===== src/hw/cpu_datapath_pkg.sv =====
// word and address widths, accumulator operation codes
`default_nettype none

package cpu_datapath_pkg;

    localparam int WORD_W = 16;
    localparam int ADDR_W = 12;

    localparam int ACC_OP_W = 5;

    localparam logic [ACC_OP_W-1:0] ACC_NONE    = 5'd0;
    localparam logic [ACC_OP_W-1:0] ACC_INC     = 5'd1;
    localparam logic [ACC_OP_W-1:0] ACC_DEC     = 5'd2;
    localparam logic [ACC_OP_W-1:0] ACC_RTL     = 5'd3;
    localparam logic [ACC_OP_W-1:0] ACC_RTR     = 5'd4;
    localparam logic [ACC_OP_W-1:0] ACC_NOT     = 5'd5;
    localparam logic [ACC_OP_W-1:0] ACC_COM     = 5'd6;
    localparam logic [ACC_OP_W-1:0] ACC_ADD     = 5'd7;
    localparam logic [ACC_OP_W-1:0] ACC_SUB     = 5'd8;
    localparam logic [ACC_OP_W-1:0] ACC_AND     = 5'd9;
    localparam logic [ACC_OP_W-1:0] ACC_OR      = 5'd10;
    localparam logic [ACC_OP_W-1:0] ACC_XOR     = 5'd11;
    localparam logic [ACC_OP_W-1:0] ACC_SET     = 5'd12;
    localparam logic [ACC_OP_W-1:0] ACC_CLR     = 5'd13;
    localparam logic [ACC_OP_W-1:0] ACC_CLW     = 5'd14;
    // highest defined code
    localparam logic [ACC_OP_W-1:0] ACC_IN_LOAD = 5'd15;

endpackage

`default_nettype wire


===== src/hw/cpu_memory.sv =====
// word memory with core read/write port and four-phase load port
`timescale 1ns/100ps
`default_nettype none

module cpu_memory #(
    parameter int mem_words = 256
) (
    input  logic                                clk,
    input  logic                                reset,
    input  logic [cpu_datapath_pkg::ADDR_W-1:0] addr,
    input  logic                                we,
    input  logic [cpu_datapath_pkg::WORD_W-1:0] wdata,
    output logic [cpu_datapath_pkg::WORD_W-1:0] rdata,
    input  logic                                load_req,
    output logic                                load_ack,
    input  logic [cpu_datapath_pkg::ADDR_W-1:0] load_addr,
    input  logic [cpu_datapath_pkg::WORD_W-1:0] load_data
);
    import cpu_datapath_pkg::*;

    // upper address bits are ignored, so addresses wrap
    localparam int idx_w = $clog2(mem_words);

    logic [WORD_W-1:0] words [mem_words];
    logic              load_write;

    // write once per request, on the edge that raises ack
    assign load_write = load_req && !load_ack;
    assign rdata      = words[addr[idx_w-1:0]];

    always_ff @(posedge clk) begin
        if (we) begin
            words[addr[idx_w-1:0]] <= wdata;
        end else if (load_write) begin
            words[load_addr[idx_w-1:0]] <= load_data;
        end
    end

    // ack tracks req one edge late
    always_ff @(posedge clk) begin
        if (reset) begin
            load_ack <= 1'b0;
        end else begin
            load_ack <= load_req;
        end
    end

    a_no_write_clash: assert property (
        @(posedge clk) disable iff (reset) !(we && load_write));

    a_ack_needs_req: assert property (
        @(posedge clk) disable iff (reset) $rose(load_ack) |-> $past(load_req));

endmodule

`default_nettype wire


===== config.mk =====
export PLATFORM = sky130hd
export DESIGN_NAME = cpu_memory
export DESIGN_NICKNAME = d
export VERILOG_FILES = /design/src/hw/cpu_datapath_pkg.sv /design/src/hw/cpu_memory.sv
export SDC_FILE = /design/constraint.sdc
export NUM_CORES = 2
export LEC_CHECK = 0
export BUFFER_PORTS_ARGS = -buffer_cell sky130_fd_sc_hd__buf_2
export CORE_UTILIZATION = 45
export CTS_CLUSTER_DIAMETER = 50
export CTS_CLUSTER_SIZE = 14
export DETAILED_ROUTE_END_ITERATION = 7
export PLACE_DENSITY = 0.64
export SYNTH_ARGS = -nofsm -noshare
export SYNTH_HDL_FRONTEND = slang
export SYNTH_SLANG_ARGS = --single-unit
export TNS_END_PERCENT = 20

===== constraint.sdc =====
create_clock -name clk -period 18.4 [get_ports clk]
set_input_delay 2.76 -clock clk [delete_from_list [all_inputs] [get_ports clk]]
set_output_delay 2.76 -clock clk [all_outputs]
set_load 0.02 [all_outputs]

### Word-level counts from Yosys, hierarchy flattened

Memories as Yosys holds them, arrays and structs flattened.
Index checks and enable logic that the tools add are counted.
W data, S select, Z words.

| storage, ports and cells | value |
|---|---|
| RAM bits | 4096 |
| flip-flop bits (word level) | 1 |
| memories kept | 1 |
| output and inout bits | 17 |
| memory bits (read-only) | 0 |
| bits of input ports | 60 |
| word-level logic and storage cells | 13 |
| bits in latches | 0 |

Memories:

| memory | depth | width | rd ports | clocked after memory_dff | wr ports | line | text |
|---|---|---|---|---|---|---|---|
| words | 256 | 16 | 1 | 0 | 1 | cpu_memory.sv:24 | `logic [WORD_W-1:0] words [mem_words];` |

| cells by class | value |
|---|---|
| mux-type cells | 8 |
| div/mod/pow operators | 0 |
| $add $sub $neg | 0 |
| multipliers | 0 |
| order comparisons | 0 |
| bitwise gates (word level) | 0 |
| reduce and logical (&&, ||, !) cells | 3 |
| shift-type cells | 0 |
| equal/unequal tests | 0 |

Operator list:

| cell | number |
|---|---|
| $mux W16 | 1 |
| $reduce_or A16 Y1 | 1 |
| $mux W8 | 1 |
| $mux W1 | 6 |
| $logic_and A1 B1 Y1 | 1 |
| $logic_not A1 Y1 | 1 |

### Logic depth before layout (Yosys ltp)

| depth | value |
|---|---|
| depth after elaboration | 7 |
| mapped depth | 13 |
| depth with buffers taken out | 7 |

### Least setup slack after synthesis

OpenSTA, ideal clock, no wires.

| path | value |
|---|---|
| path kind | in2out |
| start point | input addr[2] (netlist bit) |
| end point | output rdata[5] (netlist bit) |
| stages | 11 |
| buffers on the path | 5 |
| data arrival time | 5.482 ns |
| data required time | 15.640 ns |
| slack | 10.158 ns |
| cells stage by stage | buf_6 or2_1 buf_6 buf_6 clkbuf_1 buf_2 o221ai_1 o221ai_1 nor4_1 nand4_1 a2111oi_0 |

| on the way | value |
|---|---|
| word-level cells in the longest chain between the ends | 1 |

Ends and longest elaborated chain:

| element | line | text |
|---|---|---|
| start: declaration | cpu_memory.sv:10 | `input logic [cpu_datapath_pkg::ADDR_W-1:0] addr,` |
| $mem_v2 Z256 W16 | n/a |  |
| end: declaration | cpu_memory.sv:13 | `output logic [cpu_datapath_pkg::WORD_W-1:0] rdata,` |

No other way between the ends.

### Worst setup path after layout

| path | value |
|---|---|
| start point | input addr[2] (netlist bit) |
| end point | output rdata[2] (netlist bit) |

Same word-level chain as after synthesis.

==> reports/qor.csv <==
metric,value,unit
status,"complete, but fails checks",
failing checks,slew limit,
"most common cell after layout, fill and taps aside",edfxtp_1,
Vias/cell,6.30,
hold_buf cts,0,
Worst Path Buf+Inv,4,
"CTS clk-pin slew, worst paths",0.07,ns
post-layout min period,11.49,ns
skew final,0.0430,ns
initial DRC count,12659,
synth warn,0,
Critical Path RT,15.64,ns
# resized after CTS,0,
Async SR Flop Fraction,0,
"flops & latches, synth",4097,
Synth Cell Area,159000,um^2
Leakage,56.9,nW
worst skew pair latency,0.95,ns
post-detailed-route wirelength per cell,34.5,um
CP Class,in2out,
clock sink count,4097,
CP max stage delay,1.06,ns
die area,356000,um^2
CTS tree,yes,
Critical Path Start Type,input pin,
global-route wire length before repair,623,mm
root buffer cell,clkbuf_16,
Main synth FF type,edfxtp_1,
deepest clock path buffer count,4,
Setup TNS,0,ns
Initial Util,0.453,
antenna violations before repair,34,
crit path max-delay cell type,nor3_1,
area of the core,351000,um^2
Yosys cell types,68,
# DRC,0,
Final setup viols,0,
Num CTS Buffers,394,
critical path arrival,8.73,ns
H-Tree Depth,5,
Power Density,109,nW/um^2
Yosys top cell area share,0.774,
GRT Overall Usage,0.249,
I/O pin count,77,
most frequent cells in the layout,"edfxtp_1, mux2i_1, mux4_2",
RSZ-0062 raised after global routing,no,
CP top delay family,simple AND/OR/NAND/NOR gates,
Setup crit end kind,output port,
gr ovfl total,0,
Layout Cells excl Fill,13050,
critical-path maximum fanout,86,
number of global-route vias before repair,79798,
"EDFF count, synth",4096,
Post-Syn Nets,7711,
WL final,450,mm
post-route antenna net violation count,0,
layout net count,8137,
Vias,82179,
largest net degree at the start of global routing,189,
fin area,179000,um^2
Slew HR,-0.188,
Min-Delay Path Class,reg2reg,
Syn Area/Cell,20.8,um^2
"area leader, netlist",edfxtp_1,
worst-path cell chain,buf_8 -> buf_4 -> or2_4 -> buf_12 -> o221ai_1 -> o22ai_1 -> o21ai_0 -> o21ai_0 -> or3_1 -> nor3_1 -> buf_2,
critical path's most frequent cell,o21ai_0,
Syn-to-layout area delta,12.6,%
Cell Rows,217,
maximum clock rate,0.0871,GHz
Area after DPL,166000,um^2
postcts setup bufs,0,
max-cap violations,0,
Initial DRT Pass Iterations,6,
final hold violation count,0,
hpwl dp,274,mm
Worst VDD drop,0.0826,mV
Final Max Slew Viols,303,
fin crit share,0.624,
gpl congestion,0.927,
DP Cell Count,12389,
Die X,596,um
die height,596,um
register area share after synthesis,0.774,
Area contributors post-synth,"edfxtp_1, mux4_2, mux2i_1, o221ai_1, nor2_1",
Least-Margin Pin Slew,1.78,ns
Buffers on Ports,68,
ratio of cells with drive above 1 in the final layout,0.230,
cell count after synthesis,7651,
## state kept, by name, indices dropped and copies added (netlist names)
| name | flops |
|---|---|
| words | 4096 |
| load_ack | 1 |
## cell type report
cell class / count / area (um^2)
fill: 27293 / 172000
sequential: 4097 / 123000
multi-input combinational: 3087 / 33600
clock buffer: 428 / 10100
tap: 4708 / 5890
timing repair buffer: 493 / 3700
clock inverter: 215 / 2540
antenna: 18 / 45.0
inverter: 4 / 17.5
## power breakdown
part	internal (mW)	switching [mW]	leakage [nW]
registers	10.4	0.00358	37.0
clock network	4.53	3.53	6.08
logic	0.298	0.810	13.8
total	15.2	4.35	56.9
## logic make-up (layout without fill, tap and decap cells)
| group | after synthesis | after routing | share of synthesized area |
|---|---|---|---|
| buffers and inverters | 467 | 1140 | 0.0174 |
| muxes | 1452 | 1452 | 0.147 |
| DFF | 4097 | 4097 | 0.774 |
| AOI/OAI and AO/OA | 823 | 823 | 0.0385 |
| other | 0 | 18 | 0 |
| and+or+nand+nor | 812 | 812 | 0.0228 |
## path summary, 6_finish.rpt
path / start / to / slack [ns] / cells past startpoint
worst min-delay path: load_ack / words[188][4] / 1.49 / 5
worst max register to register: load_ack / words[87][9] / 13.28 / 7
worst min register to register: load_ack / words[188][4] / 1.49 / 5
worst max-delay path: addr[2] / rdata[2] / 6.91 / 11
## cell usage after synthesis (17+ instances only)
library cell  count
a22oi_1          93
o21ai_1          17
nand4_1          39
o211ai_1         20
buf_2            82
o22ai_1         111
o21ai_0          36
nand3_1          53
a2111oi_0        32
nor4_1           20
a21oi_1         113
buf_4            61
edfxtp_1       4096
clkbuf_1        180
mux2i_1         735
nand2_1         159
buf_6            81
o221ai_1        211
a211oi_1         59
buf_1            52
nor3_1          105
a221oi_1         26
mux4_2          707
nor2_1          369
a22o_1           44
## worst reg2reg max path, stage by stage (launching register included)
cell      delay (ns)
dfxtp_1         0.31
nand2b_1        0.34
or2_1           0.32
buf_4           0.24
o21ai_1         0.75
nand3_1         1.22
buf_4           0.61
nor2_2          0.92
## metrics by stage
step	worst slack [ns]	total power, mW	hold slack (ns)	utilization
after floorplan	10.16	11.3	1.39	-
after global placement	6.79	11.7	1.44	0.474
after detailed placement	6.75	11.7	1.46	0.474
after CTS	6.70	19.6	1.46	0.510
after global routing	6.89	20.0	1.52	0.511
final	6.91	19.6	1.49	0.511
## metal layers
| layer | global-route usage | up-vias | share of wire |
|---|---|---|---|
| met4 | 0.128 | 8 | 0.056 |
| met5 | 0 | - | 0.000093 |
| li1 | - | 32967 | - |
| met3 | 0.0467 | 846 | 0.10 |
| met1 | 0.345 | 43584 | 0.38 |
| met2 | 0.379 | 4774 | 0.46 |
Note: power is estimated with default switching activity, not from simulation.
