**src/hw/cpu_datapath_pkg.sv**
```systemverilog
// word and address widths, accumulator operation codes
`default_nettype none

package cpu_datapath_pkg;

    localparam int WORD_W = 16;
    localparam int ADDR_W = 12;

    localparam int ACC_OP_W = 5;

    localparam logic [ACC_OP_W-1:0] ACC_NONE    = 5'd0;
    localparam logic [ACC_OP_W-1:0] ACC_INC     = 5'd1;
    localparam logic [ACC_OP_W-1:0] ACC_DEC     = 5'd2;
    localparam logic [ACC_OP_W-1:0] ACC_RTL     = 5'd3;
    localparam logic [ACC_OP_W-1:0] ACC_RTR     = 5'd4;
    localparam logic [ACC_OP_W-1:0] ACC_NOT     = 5'd5;
    localparam logic [ACC_OP_W-1:0] ACC_COM     = 5'd6;
    localparam logic [ACC_OP_W-1:0] ACC_ADD     = 5'd7;
    localparam logic [ACC_OP_W-1:0] ACC_SUB     = 5'd8;
    localparam logic [ACC_OP_W-1:0] ACC_AND     = 5'd9;
    localparam logic [ACC_OP_W-1:0] ACC_OR      = 5'd10;
    localparam logic [ACC_OP_W-1:0] ACC_XOR     = 5'd11;
    localparam logic [ACC_OP_W-1:0] ACC_SET     = 5'd12;
    localparam logic [ACC_OP_W-1:0] ACC_CLR     = 5'd13;
    localparam logic [ACC_OP_W-1:0] ACC_CLW     = 5'd14;
    // highest defined code
    localparam logic [ACC_OP_W-1:0] ACC_IN_LOAD = 5'd15;

endpackage

`default_nettype wire

```
**src/hw/cpu_isa_pkg.sv**
```systemverilog
// opcode constants, instruction word union and flag bit positions
`default_nettype none

package cpu_isa_pkg;

    // major opcodes in the top four bits
    localparam logic [3:0] OP_NOARG = 4'b0000;
    localparam logic [3:0] OP_LDW   = 4'b0001;
    localparam logic [3:0] OP_STW   = 4'b0010;
    localparam logic [3:0] OP_ADD   = 4'b0011;
    localparam logic [3:0] OP_SUB   = 4'b0101;
    localparam logic [3:0] OP_AND   = 4'b1000;
    localparam logic [3:0] OP_OR    = 4'b1001;
    localparam logic [3:0] OP_XOR   = 4'b1010;
    localparam logic [3:0] OP_JMP   = 4'b1011;
    localparam logic [3:0] OP_JPZ   = 4'b1100;
    localparam logic [3:0] OP_JPC   = 4'b1101;
    localparam logic [3:0] OP_JPS   = 4'b1110;

    // no-argument words need a clear stack field
    localparam logic [1:0] STK_NONE = 2'b00;

    // bit operations
    localparam logic [2:0] BOP_NONE = 3'b000;
    localparam logic [2:0] BOP_BWS  = 3'b001;
    localparam logic [2:0] BOP_BWC  = 3'b010;
    localparam logic [2:0] BOP_BOS  = 3'b100;
    localparam logic [2:0] BOP_BOC  = 3'b101;
    localparam logic [2:0] BOP_BIJ  = 3'b110;

    // no-argument sub-operations
    localparam logic [3:0] SOP_INC  = 4'b0001;
    localparam logic [3:0] SOP_DEC  = 4'b0010;
    localparam logic [3:0] SOP_RTL  = 4'b0011;
    localparam logic [3:0] SOP_RTR  = 4'b0100;
    localparam logic [3:0] SOP_NOT  = 4'b0101;
    localparam logic [3:0] SOP_COM  = 4'b0110;
    localparam logic [3:0] SOP_MWO  = 4'b1001;
    localparam logic [3:0] SOP_MIW  = 4'b1010;
    localparam logic [3:0] SOP_CLW  = 4'b1011;
    localparam logic [3:0] SOP_CLO  = 4'b1100;
    localparam logic [3:0] SOP_HLT  = 4'b1101;

    // flag vector positions
    localparam int FLAG_Z = 0;
    localparam int FLAG_C = 1;
    localparam int FLAG_S = 2;

    typedef union packed {
        struct packed {
            logic [3:0]  opcode;
            logic [11:0] addr;
        } mem;
        struct packed {
            logic [3:0] opcode;
            logic [1:0] stack;
            logic [2:0] spare;
            logic [2:0] bop;
            logic [3:0] sub;
        } noarg;
    } instr_u;

endpackage

`default_nettype wire
```
**src/hw/cpu_accumulator.sv**
```systemverilog
// accumulator register, ALU, carry flag and zero/sign flags
`timescale 1ns/100ps
`default_nettype none

module cpu_accumulator (
    input  logic                                  clk,
    input  logic                                  reset,
    input  logic                                  acc_load,
    input  logic [cpu_datapath_pkg::ACC_OP_W-1:0] acc_op,
    input  logic [cpu_datapath_pkg::WORD_W-1:0]   operand,
    input  logic [cpu_datapath_pkg::WORD_W-1:0]   in_port,
    output logic [cpu_datapath_pkg::WORD_W-1:0]   acc_value,
    output logic [2:0]                            flags
);
    import cpu_isa_pkg::*;
    import cpu_datapath_pkg::*;

    logic [WORD_W-1:0] acc;
    logic [WORD_W-1:0] acc_next;
    logic              carry;
    logic              carry_next;

    always_comb begin
        acc_next   = acc;
        carry_next = carry;
        if (acc_load) begin
            acc_next = operand;
        end else begin
            case (acc_op)
                ACC_INC: {carry_next, acc_next} = {1'b0, acc} + (WORD_W + 1)'(1);
                ACC_DEC: begin
                    carry_next = (acc == '0);
                    acc_next   = acc - WORD_W'(1);
                end
                ACC_RTL: {carry_next, acc_next} = {acc, 1'b0};
                ACC_RTR: {acc_next, carry_next} = {1'b0, acc};
                ACC_NOT: acc_next = ~acc;
                ACC_COM: acc_next = ~acc + WORD_W'(1);
                ACC_ADD: {carry_next, acc_next} = {1'b0, acc} + {1'b0, operand};
                ACC_SUB: begin
                    // borrow when the operand is larger
                    carry_next = (acc < operand);
                    acc_next   = acc - operand;
                end
                ACC_AND:     acc_next = acc & operand;
                ACC_OR:      acc_next = acc | operand;
                ACC_XOR:     acc_next = acc ^ operand;
                ACC_SET:     acc_next[operand[3:0]] = 1'b1;
                ACC_CLR:     acc_next[operand[3:0]] = 1'b0;
                ACC_CLW:     acc_next = '0;
                ACC_IN_LOAD: acc_next = in_port;
                default:     acc_next = acc;
            endcase
        end
    end

    always_ff @(posedge clk) begin
        if (reset) begin
            acc   <= '0;
            carry <= 1'b0;
        end else begin
            acc   <= acc_next;
            carry <= carry_next;
        end
    end

    assign acc_value     = acc;
    assign flags[FLAG_Z] = (acc == '0);
    assign flags[FLAG_C] = carry;
    assign flags[FLAG_S] = acc[WORD_W-1];

    a_op_defined: assert property (
        @(posedge clk) disable iff (reset) acc_op <= ACC_IN_LOAD);

endmodule

`default_nettype wire

```
**config.mk**
```make
export PLATFORM = sky130hd
export DESIGN_NAME = cpu_accumulator
export DESIGN_NICKNAME = d
export VERILOG_FILES = /design/src/hw/cpu_datapath_pkg.sv /design/src/hw/cpu_isa_pkg.sv /design/src/hw/cpu_accumulator.sv
export SDC_FILE = /design/constraint.sdc
export NUM_CORES = 1
export LEC_CHECK = 0
export ABC_AREA = 1
export BUFFER_PORTS_ARGS = -buffer_cell sky130_fd_sc_hd__buf_2
export CORE_ASPECT_RATIO = 1.75
export CORE_UTILIZATION = 56
export CTS_CLUSTER_SIZE = 10
export DETAILED_ROUTE_END_ITERATION = 7
export PLACE_DENSITY_LB_ADDON = 0.05
export SLEW_MARGIN = 30
export SYNTH_ARGS = -nofsm -noshare
export SYNTH_HDL_FRONTEND = slang
export SYNTH_SLANG_ARGS = --single-unit
```
**constraint.sdc**
```tcl
create_clock -name clk -period 1.95 [get_ports clk]
set_input_delay 0.0975 -clock clk [delete_from_list [all_inputs] [get_ports clk]]
set_output_delay 0.0975 -clock clk [all_outputs]
set_load 0.1 [all_outputs]
```
# ---- Yosys cells after proc, flatten, opt, wreduce, memory -nomap -nowiden
# Cells that the tools add are included.
dict set report totals {
  out_inout_bits 19
  wordCells 43
  ff_bits 17
}
dict set report op_classes {
  addsub 5
  bitwise 8
  order_cmp 3
  n_reduce_logical 5
  mux 5
  n_eq_ne 15
}
# operator n
set op_table {}
lappend op_table {{$pmux W16 S15} 1}
lappend op_table {{$eq A5 B4 Y1 const B} 8}
lappend op_table {{$and A16 B16 Y16} 2}
lappend op_table {{$not A16 Y16} 2}
lappend op_table {{$or A16 B16 Y16} 2}
lappend op_table {{$eq A5 B3 Y1 const B} 4}
lappend op_table {{$add A16 B1 Y17 const B} 1}
lappend op_table {{$add A16 B16 Y17} 1}
lappend op_table {{$add A16 B1 Y16 const B} 1}
lappend op_table {{$logic_not A16 Y1} 1}
lappend op_table {{$lt A16 B16 Y1} 1}
lappend op_table {{$mux W16} 1}
lappend op_table {{$reduce_bool A16 Y1} 1}
lappend op_table {{$sub A16 B1 Y16 const B} 1}
lappend op_table {{$sub A16 B16 Y16} 1}
lappend op_table {{$xor A16 B16 Y16} 1}
lappend op_table {{$eq A5 B2 Y1 const B} 2}
lappend op_table {{$pmux W1 S6} 1}
lappend op_table {{$reduce_bool A6 Y1} 1}
lappend op_table {{$eq A5 B1 Y1 const B} 1}
lappend op_table {{$lt A4 B5 Y1 const B} 1}
lappend op_table {{$demux W1 S4} 1}
lappend op_table {{$ge A4 B1 Y1 const B} 1}
lappend op_table {{$reduce_and A2 Y1} 1}
lappend op_table {{3 further kinds} 3}

# ---- Logic depth before layout (Yosys ltp)
dict set report logic_depth {
  ltp_word 8
  ltp_mapped 18
  ltp_nobuf 17
}

# ---- Least setup slack after synthesis
# Ideal clock, no wire load.
dict set report synth_timing {
  path_type {reg-to-reg}
  start {reg acc[0], in the netlist acc_value[0]}
  end {reg carry}
  setup_ps 70
  path_stages_with_launch 11
  required_ps 1880
  slack_ps -1508
  arrival_time_ps 3388
  period_less_slack_ps 3458
  path_buffers 0
  path_cell_list {dfxtp_1 > inv_1 > ha_1 > nand3_1 > nor3_1 > nand4_1 > nor2_1 > nand2_1 > nand4_1 > nand2_1 > a21oi_1}
}
dict set report synth_between {
  elab_chain_len 2
  elab_cells_between_ends 5
}
# item line_no
set synth_rtl {}
lappend synth_rtl {{start: declaration} cpu_accumulator.sv:18} ;# logic [WORD_W-1:0] acc;
lappend synth_rtl {{start signal: assignment} cpu_accumulator.sv:62} ;# acc <= acc_next;
lappend synth_rtl {{$logic_not A16 Y1} --}
lappend synth_rtl {{net flags[0]} cpu_accumulator.sv:13} ;# output logic [2:0] flags
lappend synth_rtl {{$pmux W1 S6} cpu_accumulator.sv:29} ;# case (acc_op)
lappend synth_rtl {{end signal: assignment} cpu_accumulator.sv:63} ;# carry <= carry_next;
lappend synth_rtl {{end: declaration} cpu_accumulator.sv:20} ;# logic carry;
# The timed path passes the listed nets, and every way through them passes these cells.
# A chain may end at the register's enable or synchronous reset.

# ---- Worst setup path after layout
dict set report layout_timing {
  start {reg acc[7], in the netlist acc_value[7]}
  end {reg acc[14], in the netlist acc_value[14]}
}
dict set report layout_between {
  elab_chain_len 4
  elab_cells_between_ends 8
}
# item line_no
set layout_rtl {}
lappend layout_rtl {{$not A16 Y16} cpu_accumulator.sv:38} ;# ACC_COM: acc_next = ~acc + WORD_W'(1);
lappend layout_rtl {{$add A16 B1 Y16} cpu_accumulator.sv:38}
lappend layout_rtl {{$pmux W16 S15 (*)} cpu_accumulator.sv:29}
lappend layout_rtl {{$mux W16 (*)} cpu_accumulator.sv:26} ;# if (acc_load) begin
# Mark *: on every way between the ends. The rest lies on a longest branch, timed or not.

==> run_results.csv <==
group,metric,value,unit
run_status,outcome,"complete, but fails checks",
run_status,violations,"DRC, setup timing",
layout,layout-area-overhead-vs-synth,45.0,%
sta,final-setup-viol-count,16,
power,total_leakage_power,3.89,nW
layout,diodes,0,
synth,ys_async_sr_fraction,0,
layout,design.final.nets,1292,
worst_setup_path,critPathCapture,"acc_value[14]",
clocking,tritoncts,"built",
synth,synth_nets,1105,
synth,synthMostInstantiatedCell,"nand2_1",
synth,synth.yosys.seq_area_share,0.0632,
grt,maximum_number_of_pins_on_one_net_before_global_route_repair,24,
clocking,cts-root-to-sink-buffers,2,
sta,timing_max_transition_violations_final,0,
worst_setup_path,reg2reg_depth,13,
sta,time_the_worst_path_needs_with_i_o_delays_and_setup,2160,ps
grt,grt_pass1_wl,39.8,mm
synth,top_cell_type_s_share_of_synthesized_area,0.198,
power,power.share.switching,0.551,
layout,fin_util,0.829,
worst_setup_path,timing.critical_path.fanout_max,4,
worst_setup_path,timing.setup.critical_path_class,"reg -> reg",
sta,timing.final.crit_share,1.11,
drt,dr.pass1.iters,8,
grt,via_count_of_the_first_global_routing_pass,7920,
floorplanning,boundaryPins,59,
power,netSwitchingPower,2.21,mW
drt,num_vias,8332,
drt,post-route-drc-count,3,
sta,unrepaired_setup_endpoints_after_global_routing,"yes",
sta,slew_headroom,0.667,
synth,netlist.top_cell.by_area,"nand2_1",
synth,yosys_register_bits,17,
clocking,clk_pin_slew,60,ps
synth,post_synth_instance_area,5380,um^2
clocking,postCtsHoldBufs,0,
clocking,cts_root_buffer,"clkbuf_16",
synth,list_of_most_frequent_post_synthesis_cells,"nand2_1, inv_1, nor2_1, nand3_1, a21oi_1",
place,dp_slack,-224,ps
place,postPlaceCellArea,6990,um^2
sta,max_freq,0.464,GHz
power,internal-power,1.80,mW
clocking,tritoncts_num_sinks,17,
grt,antenna_found_initial,0,
clocking,clkLatencyLatePin,260,ps
place,place_congestion,1.04,
worst_setup_path,r2r_start,"acc_value[7]",
synth,top_flip_flop_cell_by_instance_count_after_synthesis,"dfxtp_1",
layout,nFillCells,662,
power,vdd.ir_drop.worst,0.457,mV
floorplanning,die_height,132,um
synth,synth-edff-count,0,
floorplanning,die_area,10000,um^2
flow_run,drv_cap,0,
floorplanning,die_x,76.1,um
worst_setup_path,crit_path_start_kind,"register",
power,power.sequential.fraction,0.107,
worst_setup_path,worstPathArrival,2350,ps
floorplanning,initial_core_util,0.572,
sta,finalHoldViolations,0,
power,share_comb_of_total_power,0.778,
floorplanning,num_rows,47,
worst_setup_path,worst-r2r-setup-slack,-210,ps
worst_hold_path,hold_class,"in -> reg",
place,detailedPlacementHpwl,19.7,mm
power,cellPowerDensity,514,nW/um^2
synth,syn-instance-count,1028,
drt,remaining_number_of_nets_flagged_by_the_antenna_check_after_routing,0,
drt,post_drt_wl_per_cell,20.3,um
power,p_clk_frac,0.114,
drt,via_per_inst,6.24,
layout,layout.cell_area.non_filler,7800,um^2
clocking,cts.htree.levels,1,
sta,timing.clock.skew,5.63,ps
synth,avgSynthCellArea,5.24,um^2
floorplanning,design.core.area,9410,um^2
worst_setup_path,timing.rr.end,"acc_value[14]",
sta,postLayoutSetupSlackWorst,-207,ps
synth,ys_types,45,
synth,synth_top_cells_by_area,"nand2_1, nand3_1, inv_1",
drt,drt_first_iter_violations,1164,
sta,timing_worst_slew_pin_value,503,ps
layout,post_route_cells_drive_above_1_share,0.344,
worst_setup_path,worst_setup_path_end_kind,"register",
synth,yosysWarnings,0,
drt,route.final.wire_length,27.1,mm
worst_setup_path,critPathRequiredTime,2140,ps
clocking,cts_bufs_inserted,3,
worst_setup_path,critPathLaunch,"acc_value[7]",
grt,grtUsageTotal,0.510,
grt,aggregate_global_routing_overflow,0,
place,numPortBuffers,58,
==> logic make-up after synthesis <==
| logic type | Yosys count | share of synthesized area |
|---|---|---|
| AO/OA/AOI/OAI | 190 | 0.199 |
| AND/OR/NAND/NOR | 581 | 0.475 |
| flip-flops | 17 | 0.0632 |
| XOR/XNOR | 21 | 0.0342 |
| buffers and inverters | 182 | 0.140 |
| adder cells (fa/ha/maj) | 37 | 0.0888 |
==> worst max-delay path: stages (launching register included) <==
cell      delay [ps]
dfxtp_4          360
ha_4             280
buf_4            140
inv_1             80
a21oi_1          280
buf_4            170
nor2_1            40
o21bai_1         190
nand3_1          100
nand2_1           70
nand3_1           90
nand4_1          100
nand2_1           70
a21oi_2          110
==> metrics by stage <==
stage               instances  setup TNS (ps)  total power, mW  hold WS [ps]
finish                   1336           -1650             4.01           179
global route             1336           -3260             4.18           194
CTS                      1328            -852             3.63           161
detailed placement       1321           -1960             2.99           424
global placement         1321           -1410             2.95           417
floorplan                1028           -2460             2.01           151
==> power groups by stage <==
stage                     Combinational [mW]  Sequential [mW]  Clock [mW]
after floorplan                         1.28            0.725           0
after global placement                  2.53            0.426           0
after detailed placement                2.56            0.428           0
after CTS                               2.75            0.428       0.449
after global routing                    3.29            0.435       0.457
final                                   3.12            0.431       0.458
==> placed cells by master, fill, tap and decap left out, drive strengths merged <==
cell / count
nand2: 297
and2: 1
o22ai: 11
or2: 5
o2111ai: 5
inv: 134
o211a: 1
a22oi: 2
nand3b: 1
a211oi: 3
buf: 229
o221ai: 2
clkinvlp: 1
o21ai: 71
fa: 2
dfxtp: 17
clkbuf: 4
o21bai: 7
nor4: 4
xnor2: 2
nor3: 19
nand4: 29
nand3: 96
o211ai: 6
ha: 35
xor2: 19
a21o: 1
a21oi: 81
nor2: 129
==> flip-flops by register name, indices dropped and copies added (netlist names) <==
register	flops
acc_value	16
carry	1
==> routing by layer <==
metal	GRT usage	wire length (um)
met5	0	0
met4	0.522	3100
met3	0.125	3030
met1	0.520	8730
met2	0.822	12200
==> timing repair <==
action                                  in CTS  in global routing
pin swaps                                   28                 28
endpoints found under the setup margin      14                 17
cloned                                       0                  0
gates resized for setup                     85                 71
setup buffers                                3                  8
==> how the worst min path moves through the flow <==
stage                         endpoint  startpoint  depth (start not counted)
after floorplan           acc_value[6]       reset                          1
after global placement    acc_value[6]       reset                          3
after detailed placement  acc_value[6]       reset                          3
after CTS                 acc_value[6]       reset                          3
after global routing      acc_value[6]       reset                          3
final                     acc_value[6]       reset                          3
==> cell type report <==
type                    count  area, um^2  area share
multi-input cells         829        5000       0.640
clock buffers               4        78.8      0.0101
flip-flops and latches     17         398      0.0510
inverters                 135         515      0.0661
well taps                 122         153      0.0196
repair buffers            229        1660       0.213
Power figures use the tool's default switching activity.
