===== src/hw/cpu_datapath_pkg.sv =====
// word and address widths, accumulator operation codes
`default_nettype none

package cpu_datapath_pkg;

    localparam int WORD_W = 16;
    localparam int ADDR_W = 12;

    localparam int ACC_OP_W = 5;

    localparam logic [ACC_OP_W-1:0] ACC_NONE    = 5'd0;
    localparam logic [ACC_OP_W-1:0] ACC_INC     = 5'd1;
    localparam logic [ACC_OP_W-1:0] ACC_DEC     = 5'd2;
    localparam logic [ACC_OP_W-1:0] ACC_RTL     = 5'd3;
    localparam logic [ACC_OP_W-1:0] ACC_RTR     = 5'd4;
    localparam logic [ACC_OP_W-1:0] ACC_NOT     = 5'd5;
    localparam logic [ACC_OP_W-1:0] ACC_COM     = 5'd6;
    localparam logic [ACC_OP_W-1:0] ACC_ADD     = 5'd7;
    localparam logic [ACC_OP_W-1:0] ACC_SUB     = 5'd8;
    localparam logic [ACC_OP_W-1:0] ACC_AND     = 5'd9;
    localparam logic [ACC_OP_W-1:0] ACC_OR      = 5'd10;
    localparam logic [ACC_OP_W-1:0] ACC_XOR     = 5'd11;
    localparam logic [ACC_OP_W-1:0] ACC_SET     = 5'd12;
    localparam logic [ACC_OP_W-1:0] ACC_CLR     = 5'd13;
    localparam logic [ACC_OP_W-1:0] ACC_CLW     = 5'd14;
    // highest defined code
    localparam logic [ACC_OP_W-1:0] ACC_IN_LOAD = 5'd15;

endpackage

`default_nettype wire


===== src/hw/cpu_isa_pkg.sv =====
// opcode constants, instruction word union and flag bit positions
`default_nettype none

package cpu_isa_pkg;

    // major opcodes in the top four bits
    localparam logic [3:0] OP_NOARG = 4'b0000;
    localparam logic [3:0] OP_LDW   = 4'b0001;
    localparam logic [3:0] OP_STW   = 4'b0010;
    localparam logic [3:0] OP_ADD   = 4'b0011;
    localparam logic [3:0] OP_SUB   = 4'b0101;
    localparam logic [3:0] OP_AND   = 4'b1000;
    localparam logic [3:0] OP_OR    = 4'b1001;
    localparam logic [3:0] OP_XOR   = 4'b1010;
    localparam logic [3:0] OP_JMP   = 4'b1011;
    localparam logic [3:0] OP_JPZ   = 4'b1100;
    localparam logic [3:0] OP_JPC   = 4'b1101;
    localparam logic [3:0] OP_JPS   = 4'b1110;

    // no-argument words need a clear stack field
    localparam logic [1:0] STK_NONE = 2'b00;

    // bit operations
    localparam logic [2:0] BOP_NONE = 3'b000;
    localparam logic [2:0] BOP_BWS  = 3'b001;
    localparam logic [2:0] BOP_BWC  = 3'b010;
    localparam logic [2:0] BOP_BOS  = 3'b100;
    localparam logic [2:0] BOP_BOC  = 3'b101;
    localparam logic [2:0] BOP_BIJ  = 3'b110;

    // no-argument sub-operations
    localparam logic [3:0] SOP_INC  = 4'b0001;
    localparam logic [3:0] SOP_DEC  = 4'b0010;
    localparam logic [3:0] SOP_RTL  = 4'b0011;
    localparam logic [3:0] SOP_RTR  = 4'b0100;
    localparam logic [3:0] SOP_NOT  = 4'b0101;
    localparam logic [3:0] SOP_COM  = 4'b0110;
    localparam logic [3:0] SOP_MWO  = 4'b1001;
    localparam logic [3:0] SOP_MIW  = 4'b1010;
    localparam logic [3:0] SOP_CLW  = 4'b1011;
    localparam logic [3:0] SOP_CLO  = 4'b1100;
    localparam logic [3:0] SOP_HLT  = 4'b1101;

    // flag vector positions
    localparam int FLAG_Z = 0;
    localparam int FLAG_C = 1;
    localparam int FLAG_S = 2;

    typedef union packed {
        struct packed {
            logic [3:0]  opcode;
            logic [11:0] addr;
        } mem;
        struct packed {
            logic [3:0] opcode;
            logic [1:0] stack;
            logic [2:0] spare;
            logic [2:0] bop;
            logic [3:0] sub;
        } noarg;
    } instr_u;

endpackage

`default_nettype wire

===== src/hw/cpu_control.sv =====
// stage counter, program counter, instruction register, decode and halt
`timescale 1ns/100ps
`default_nettype none

module cpu_control (
    input  logic                                  clk,
    input  logic                                  reset,
    input  logic                                  run,
    input  logic [cpu_datapath_pkg::WORD_W-1:0]   mem_rdata,
    input  logic [2:0]                            flags,
    input  logic [cpu_datapath_pkg::WORD_W-1:0]   acc_value,
    input  logic [cpu_datapath_pkg::WORD_W-1:0]   in_port,
    output logic [cpu_datapath_pkg::ADDR_W-1:0]   mem_addr,
    output logic                                  mem_we,
    output logic                                  acc_load,
    output logic [cpu_datapath_pkg::ACC_OP_W-1:0] acc_op,
    output logic                                  out_set,
    output logic                                  out_clear,
    output logic                                  out_move,
    output logic                                  out_clear_all,
    output logic [3:0]                            out_bit,
    output logic                                  halted
);
    import cpu_isa_pkg::*;
    import cpu_datapath_pkg::*;

    logic              stage;
    logic              go_exec;
    logic              halt_hit;
    logic              active;
    logic [ADDR_W-1:0] pc;
    logic [ADDR_W-1:0] pc_next;
    instr_u            ir;
    instr_u            fetched;

    assign fetched = mem_rdata;
    assign active  = run && !halted;
    // bit index for BOS and BOC in the fetched word
    assign out_bit = fetched.noarg.sub;

    always_comb begin
        mem_addr      = pc;
        mem_we        = 1'b0;
        acc_load      = 1'b0;
        acc_op        = ACC_NONE;
        out_set       = 1'b0;
        out_clear     = 1'b0;
        out_move      = 1'b0;
        out_clear_all = 1'b0;
        halt_hit      = 1'b0;
        go_exec       = 1'b0;
        pc_next       = pc + ADDR_W'(1);
        if (stage) begin
            // execute stage works on the stored address
            mem_addr = ir.mem.addr;
            pc_next  = pc;
            if (active) begin
                case (ir.mem.opcode)
                    OP_LDW:  acc_load = 1'b1;
                    OP_STW:  mem_we = 1'b1;
                    OP_ADD:  acc_op = ACC_ADD;
                    OP_SUB:  acc_op = ACC_SUB;
                    OP_AND:  acc_op = ACC_AND;
                    OP_OR:   acc_op = ACC_OR;
                    OP_XOR:  acc_op = ACC_XOR;
                    default: acc_op = ACC_NONE;
                endcase
            end
        end else if (active) begin
            case (fetched.mem.opcode)
                OP_LDW, OP_STW, OP_ADD, OP_SUB, OP_AND, OP_OR, OP_XOR: begin
                    go_exec = 1'b1;
                end
                OP_JMP: pc_next = fetched.mem.addr;
                OP_JPZ: if (flags[FLAG_Z]) pc_next = fetched.mem.addr;
                OP_JPC: if (flags[FLAG_C]) pc_next = fetched.mem.addr;
                OP_JPS: if (flags[FLAG_S]) pc_next = fetched.mem.addr;
                OP_NOARG: begin
                    if (fetched.noarg.stack == STK_NONE) begin
                        case (fetched.noarg.bop)
                            // SET/CLR take the index from the word's low bits
                            BOP_BWS: acc_op = ACC_SET;
                            BOP_BWC: acc_op = ACC_CLR;
                            BOP_BOS: out_set = 1'b1;
                            BOP_BOC: out_clear = 1'b1;
                            BOP_BIJ: begin
                                if (in_port[fetched.noarg.sub]) begin
                                    pc_next = pc + ADDR_W'(2);
                                end
                            end
                            BOP_NONE: begin
                                case (fetched.noarg.sub)
                                    SOP_INC: acc_op = ACC_INC;
                                    SOP_DEC: acc_op = ACC_DEC;
                                    SOP_RTL: acc_op = ACC_RTL;
                                    SOP_RTR: acc_op = ACC_RTR;
                                    SOP_NOT: acc_op = ACC_NOT;
                                    SOP_COM: acc_op = ACC_COM;
                                    SOP_MIW: acc_op = ACC_IN_LOAD;
                                    SOP_CLW: acc_op = ACC_CLW;
                                    SOP_MWO: out_move = 1'b1;
                                    SOP_CLO: out_clear_all = 1'b1;
                                    SOP_HLT: halt_hit = 1'b1;
                                    default: acc_op = ACC_NONE;
                                endcase
                            end
                            default: acc_op = ACC_NONE;
                        endcase
                    end
                end
                // dropped opcodes fall through as a no-op
                default: acc_op = ACC_NONE;
            endcase
        end
    end

    always_ff @(posedge clk) begin
        if (reset) begin
            stage  <= 1'b0;
            pc     <= '0;
            halted <= 1'b0;
        end else if (active) begin
            stage <= go_exec;
            pc    <= pc_next;
            if (halt_hit) begin
                halted <= 1'b1;
            end
        end
    end

    always_ff @(posedge clk) begin
        if (active && !stage) begin
            ir <= fetched;
        end
    end

    a_no_we_with_load: assert property (
        @(posedge clk) disable iff (reset) !(mem_we && acc_load));

endmodule

`default_nettype wire


===== config.mk =====
export PLATFORM = sky130hd
export DESIGN_NAME = cpu_control
export DESIGN_NICKNAME = d
export VERILOG_FILES = /design/src/hw/cpu_datapath_pkg.sv /design/src/hw/cpu_isa_pkg.sv /design/src/hw/cpu_control.sv
export SDC_FILE = /design/constraint.sdc
export NUM_CORES = 1
export LEC_CHECK = 0
export BUFFER_PORTS_ARGS = -buffer_cell sky130_fd_sc_hd__buf_4
export CORE_MARGIN = 4
export CORE_UTILIZATION = 55
export DETAILED_ROUTE_END_ITERATION = 6
export GPL_TIMING_DRIVEN = 0
export PLACE_DENSITY = 0.95
export SKIP_LAST_GASP = 1
export SYNTH_ARGS = -nofsm -noshare
export SYNTH_HDL_FRONTEND = slang
export SYNTH_SLANG_ARGS = --single-unit

===== constraint.sdc =====
create_clock -name clk -period 7.55 [get_ports clk]
set_clock_uncertainty 0.2 [all_clocks]
set_input_delay 0.3775 -clock clk [delete_from_list [all_inputs] [get_ports clk]]
set_output_delay 0.3775 -clock clk [all_outputs]
set_load 0.05 [all_outputs]

**Yosys cells after proc, flatten, opt, wreduce, memory -nomap -nowiden**

Cells that the tools add are included.

- Add/sub/neg operators: 2
- Reduce and logical (&&, ||, !) cells: 10
- Mux-type cells: 54
- Bitwise gates (word level): 1
- $lt $le $gt $ge: 1
- Equality and inequality tests: 34

Operators by type and width:

| operator | number |
|---|---|
| 2-to-1 mux 12 bit | 7 |
| equality test 4 bit (second input constant) | 15 |
| case mux 12 bit (5 select lines) | 1 |
| 2-to-1 mux 1 bit | 37 |
| case mux 4 bit (8 select lines) | 1 |
| equality test 4 x 2 -> 1 bit (second input constant) | 6 |
| equality test 4 x 3 -> 1 bit (second input constant) | 5 |
| case mux 4 bit (5 select lines) | 1 |
| 2-to-1 mux 4 bit | 4 |
| adder 12 x 1 -> 12 bit (second input constant) | 1 |
| adder 12 x 2 -> 12 bit (second input constant) | 1 |
| equality test 4 x 1 -> 1 bit (second input constant) | 3 |
| case mux 4 bit (3 select lines) | 1 |
| equality test 3 bit (second input constant) | 3 |
| OR reduction 7 bit | 1 |
| < comparator 4 x 5 -> 1 bit (second input constant) | 1 |
| 2-to-1 mux 5 bit | 1 |
| binary-select mux 1 bit (select 4 bit) | 1 |
| logical NOT 4 bit | 1 |
| AND reduction 2 bit | 2 |
| equality test 3 x 1 -> 1 bit (second input constant) | 1 |
| equality test 3 x 2 -> 1 bit (second input constant) | 1 |
| logical NOT 3 bit | 1 |
| logical AND 1 bit | 2 |
| other kinds (3) | 4 |

- Input port bits: 54
- Output and inout bits: 28
- Logic and storage cells: 106
- Bits in registers: 30

**Depth between registers and ports, before layout**

- Word-level depth: 8
- Depth in mapped cells: 9
- Mapped depth without buffers: 7

**Worst setup path after synthesis**

OpenSTA, ideal clock, no wires.

- Kind: input port to output port
- Start: input port mem_rdata[13] (netlist bit)
- End: output port out_clear
- Stages on the path: 4
- Data arrival time: 2599 ps
- Path buffers: 1
- Setup slack: 4374 ps
- Data required time: 6973 ps
- Cells stage by stage: buf_6 > or4_4 > or3_1 > nor3b_1

- Cells in the longest elaborated chain, start to end: 4

RTL lines:

| what | line | text |
|---|---|---|
| start: declaration | cpu_control.sv:9 | `input logic [cpu_datapath_pkg::WORD_W-1:0] mem_rdata,` |
| logical NOT 4 bit | cpu_control.sv:70 | `case (fetched.mem.opcode)` |
| 2-to-1 mux 1 bit | cpu_control.sv:70 |  |
| 2-to-1 mux 1 bit | cpu_control.sv:69 | `end else if (active) begin` |
| 2-to-1 mux 1 bit | cpu_control.sv:53 | `if (stage) begin` |
| end: declaration | cpu_control.sv:18 | `output logic out_clear,` |

Every way passes these cells.

**Final worst setup path**

- Start: register stage
- End: output port acc_op[2] (netlist bit)

- Cells in the longest elaborated chain, start to end: 1

RTL lines:

| what | line | text |
|---|---|---|
| start: declaration | cpu_control.sv:27 | `logic stage;` |
| start signal: assignment | cpu_control.sv:123 | `stage <= go_exec;` |
| 2-to-1 mux 5 bit | cpu_control.sv:53 |  |
| end: declaration | cpu_control.sv:16 | `output logic [cpu_datapath_pkg::ACC_OP_W-1:0] acc_op,` |

Every way passes these cells.

==> impl_metrics.toml <==
[placed_design]
port_buffers = 64
gp_congestion = 0.912
dp.cells = 398
dpl-instance-area_sq_um = 3000
place_ws_ns = 4.46
hpwl_mm = 5.01

[finish]
seq_area_sq_um = 761
nFillCells = 327
final_area_sq_um = 3090
area_growth_pct = 25.6
antenna_cells = 0
layout.nets = 409
drive_gt1_share_pct = 31.9
layout.core_utilization_pct = 70.9
layout.cells.non_filler = 406
multi_input_area_sq_um = 1530

[synth]
synth_mux_area_share_pct = 9.16
ys_seq_area_share_pct = 30.9
synth_compound_gate_area_share_pct = 23.4
synth_top_family_by_area = "compound AO/OA/AOI/OAI gates"
syn-cell-area_sq_um = 2460
synth_area_leaders = "edfxtp_1 (20%), dfxtp_1 (11%), mux2_2 (5.5%)"
synth_xor_area_share_pct = 4.99
yosys.area_share.simple_pct = 23.3
postSynthAreaPerCell_sq_um = 8.72
ys_warn_count = 0
postSynthNetCount = 338
yosys.area.top_type = "edfxtp_1"
async_reset_ff_share_pct = 0
synthAdderAreaFrac_pct = 1.02
ys_types = 60
yosysTopAreaCellShare_pct = 19.5
synth_cells = 282
ys_seq_elements = 30
synth_edf_count = 16
synthFlopType = "edfxtp_1"

[sta]
period_share_pct = 42.2
maxSlewViolCount = 0
setup_ws_ns = 4.36
worstMarginPinSlew_ns = 1.33
finalSetupViolCount = 0
period_minus_slack_ns = 3.19
finalHoldWorstSlack_ns = 0.0739
finalSetupTns_ns = 0
rsz0062_at_grt = "false"
max_clock_freq_mhz = 314
max_slew_margin_pct = 11.3
hold_violations = 0

[clock_tree]
post_cts_buffers = 0
cts_buffer_depth = 2
cts.sinks = 30
cts_tree = "built"
clkLatencyLatePin_ns = 0.29
clock-root-buffer = "clkbuf_8"
hold_buffers = 0
numCtsBuffers = 5
htreeDepth = 2
cts.repair.resized = 0
clk_transition_reported_paths_ns = 0.07

[worst_setup_path]
crit_buf_inv = 3
cpMostUsedCell = "clkbuf_1"
slowest_delay_ns = 0.43
crit_chain = "clkbuf_1 > or3b_1 > clkbuf_1 > nor2_1 > nand2_1 > a211oi_1 > o21bai_1 > a31o_1 > buf_4"
critPathLaunchType = "flip-flop"
reg2reg_slack_ns = 4.44
crit_family = "simple AND/OR/NAND/NOR gates"
crit_path_top_delay_cell = "or3b_1"
critPathKind = "reg2out"
crit_fanout = 9
rr_worst_depth = 7
cp.depth = 9
crit-reg2reg-launch = "stage$_SDFFE_PP0P_"
cp-end-kind = "output pin"
crit_required_ns = 6.97
r2r-end = "pc[11]$_SDFFE_PP0P_"
cp.arrival_ns = 2.61

[die]
die-area_sq_um = 5600
initial_core_util_pct = 56.5
num_rows = 24
fp.coreArea_sq_um = 4350
die_w_um = 74.9
chipHeight_um = 74.9
ios = 82

[power_and_ir_drop]
ir_drop_mv = 0.0808
power.total_uw = 459
power_frac_seq_pct = 41.5
combPwrFrac_pct = 30.5
p_sw_uw = 159
leakagePower_nw = 1.29
power_density_nw_per_um2 = 149
p_int_uw = 300
p_sw_share_pct = 34.6
power_frac_clock_pct = 28.1

[job]
cap_viol_max_count = 0

[detailed_routing]
ant_nets = 0
drt_pass1_iterations = 6
viasPerCell = 6.27
vias = 2546
drtIter0Drc = 361
drt_wl_total_mm = 7.02
drcViolationCount = 0
drt-wirelength-per-cell_um = 17.3

[grt]
grt_usage_pct = 24.5
antenna_found_initial = 0
overflow = 0
grt_pass1_wl_mm = 10.5
grt_pass1_vias = 2244
grt_max_degree = 26

[worst_hold_path]
min_path_cells = 1
hold_start = "mem_rdata[9]"
hp-class = "in2reg"
hold_end = "ir[9]$_DFFE_PP_"

[status]
status = "completed"
[state kept, by name (all words and copies together), names as in the netlist]
signal,cells
ir,16
stage,1
halted,1
pc,12
[how the worst max path moves through the flow]
stage,startpoint,end
after global routing,stage$_SDFFE_PP0P_,pc[11]$_SDFFE_PP0P_
after global placement,stage$_SDFFE_PP0P_,pc[0]$_SDFFE_PP0P_
final,stage$_SDFFE_PP0P_,acc_op[2]
after floorplan,mem_rdata[13],out_clear
after detailed placement,stage$_SDFFE_PP0P_,pc[11]$_SDFFE_PP0P_
after CTS,stage$_SDFFE_PP0P_,acc_op[2]
[cell usage after synthesis (5+ instances only)]
master    count
nand3_1       8
nor2_1       21
and3_1        5
mux2i_1       9
clkbuf_1     12
xor2_1        9
nor2b_1      10
a21oi_1       6
dfxtp_1      14
buf_4         5
a211oi_1      6
mux2_2       12
inv_1         5
edfxtp_1     16
xnor2_1       5
nand2b_1      6
nor3_1        7
a221oi_1      7
nand2_1      24
o21ai_0      14
buf_2         9
[placed cells by master (no fill, tap or decap), drive strengths merged, types with 4 or more instances in the layout]
cell,count
buf,81
nand2,24
nor2,21
clkbuf,17
edfxtp,16
o21ai,14
dfxtp,14
mux2,12
nor2b,10
a211oi,10
mux2i,9
xor2,9
a221oi,9
nand3,8
nor3,8
a21oi,6
nand2b,6
inv,5
and3,5
xnor2,5
or3,4
nand4,4
o31ai,4
a32oi,4
[power by group through the flow]
stage                     Sequential, mW  Clock (mW)  Combinational (mW)
after global routing               0.191       0.136               0.149
after global placement             0.193           0               0.134
final                              0.191       0.129               0.140
after CTS                          0.190       0.128               0.139
after detailed placement           0.194           0               0.137
after floorplan                    0.192           0              0.0927
[worst register-to-register path: stages, from the launching register on]
cell	delay, ns
dfxtp_1	0.31
clkbuf_1	0.25
or3b_1	0.43
clkbuf_1	0.20
inv_1	0.21
clkbuf_1	1.00
nor2_1	0.17
a211oi_2	0.27
[per-layer routing]
metal,share of wire (%),track usage (%),vias to the layer above
met4,2.9,8.89,0
li1,-,-,1189
met2,48,41.7,176
met5,0,0,-
met1,38,30.6,1149
met3,11,4.67,32
[cell type report]
type,count,share of cell area (%)
Buffer,29,4.98
Clock buffer,5,2.23
Clock inverter,3,0.527
Inverter,5,0.608
Multi-Input combinational cell,218,49.4
Sequential cell,30,24.6
Tap cell,52,2.11
Timing Repair Buffer,64,15.6
[cell families after synthesis]
family,count (synthesis)
AO/OA/AOI/OAI,73
XOR/XNOR,14
adder cells (fa/ha/maj),2
buffers and inverters,34
flip-flops,30
multiplexers,21
other,1
AND/OR/NAND/NOR,107
Power figures use the tool's default switching activity.
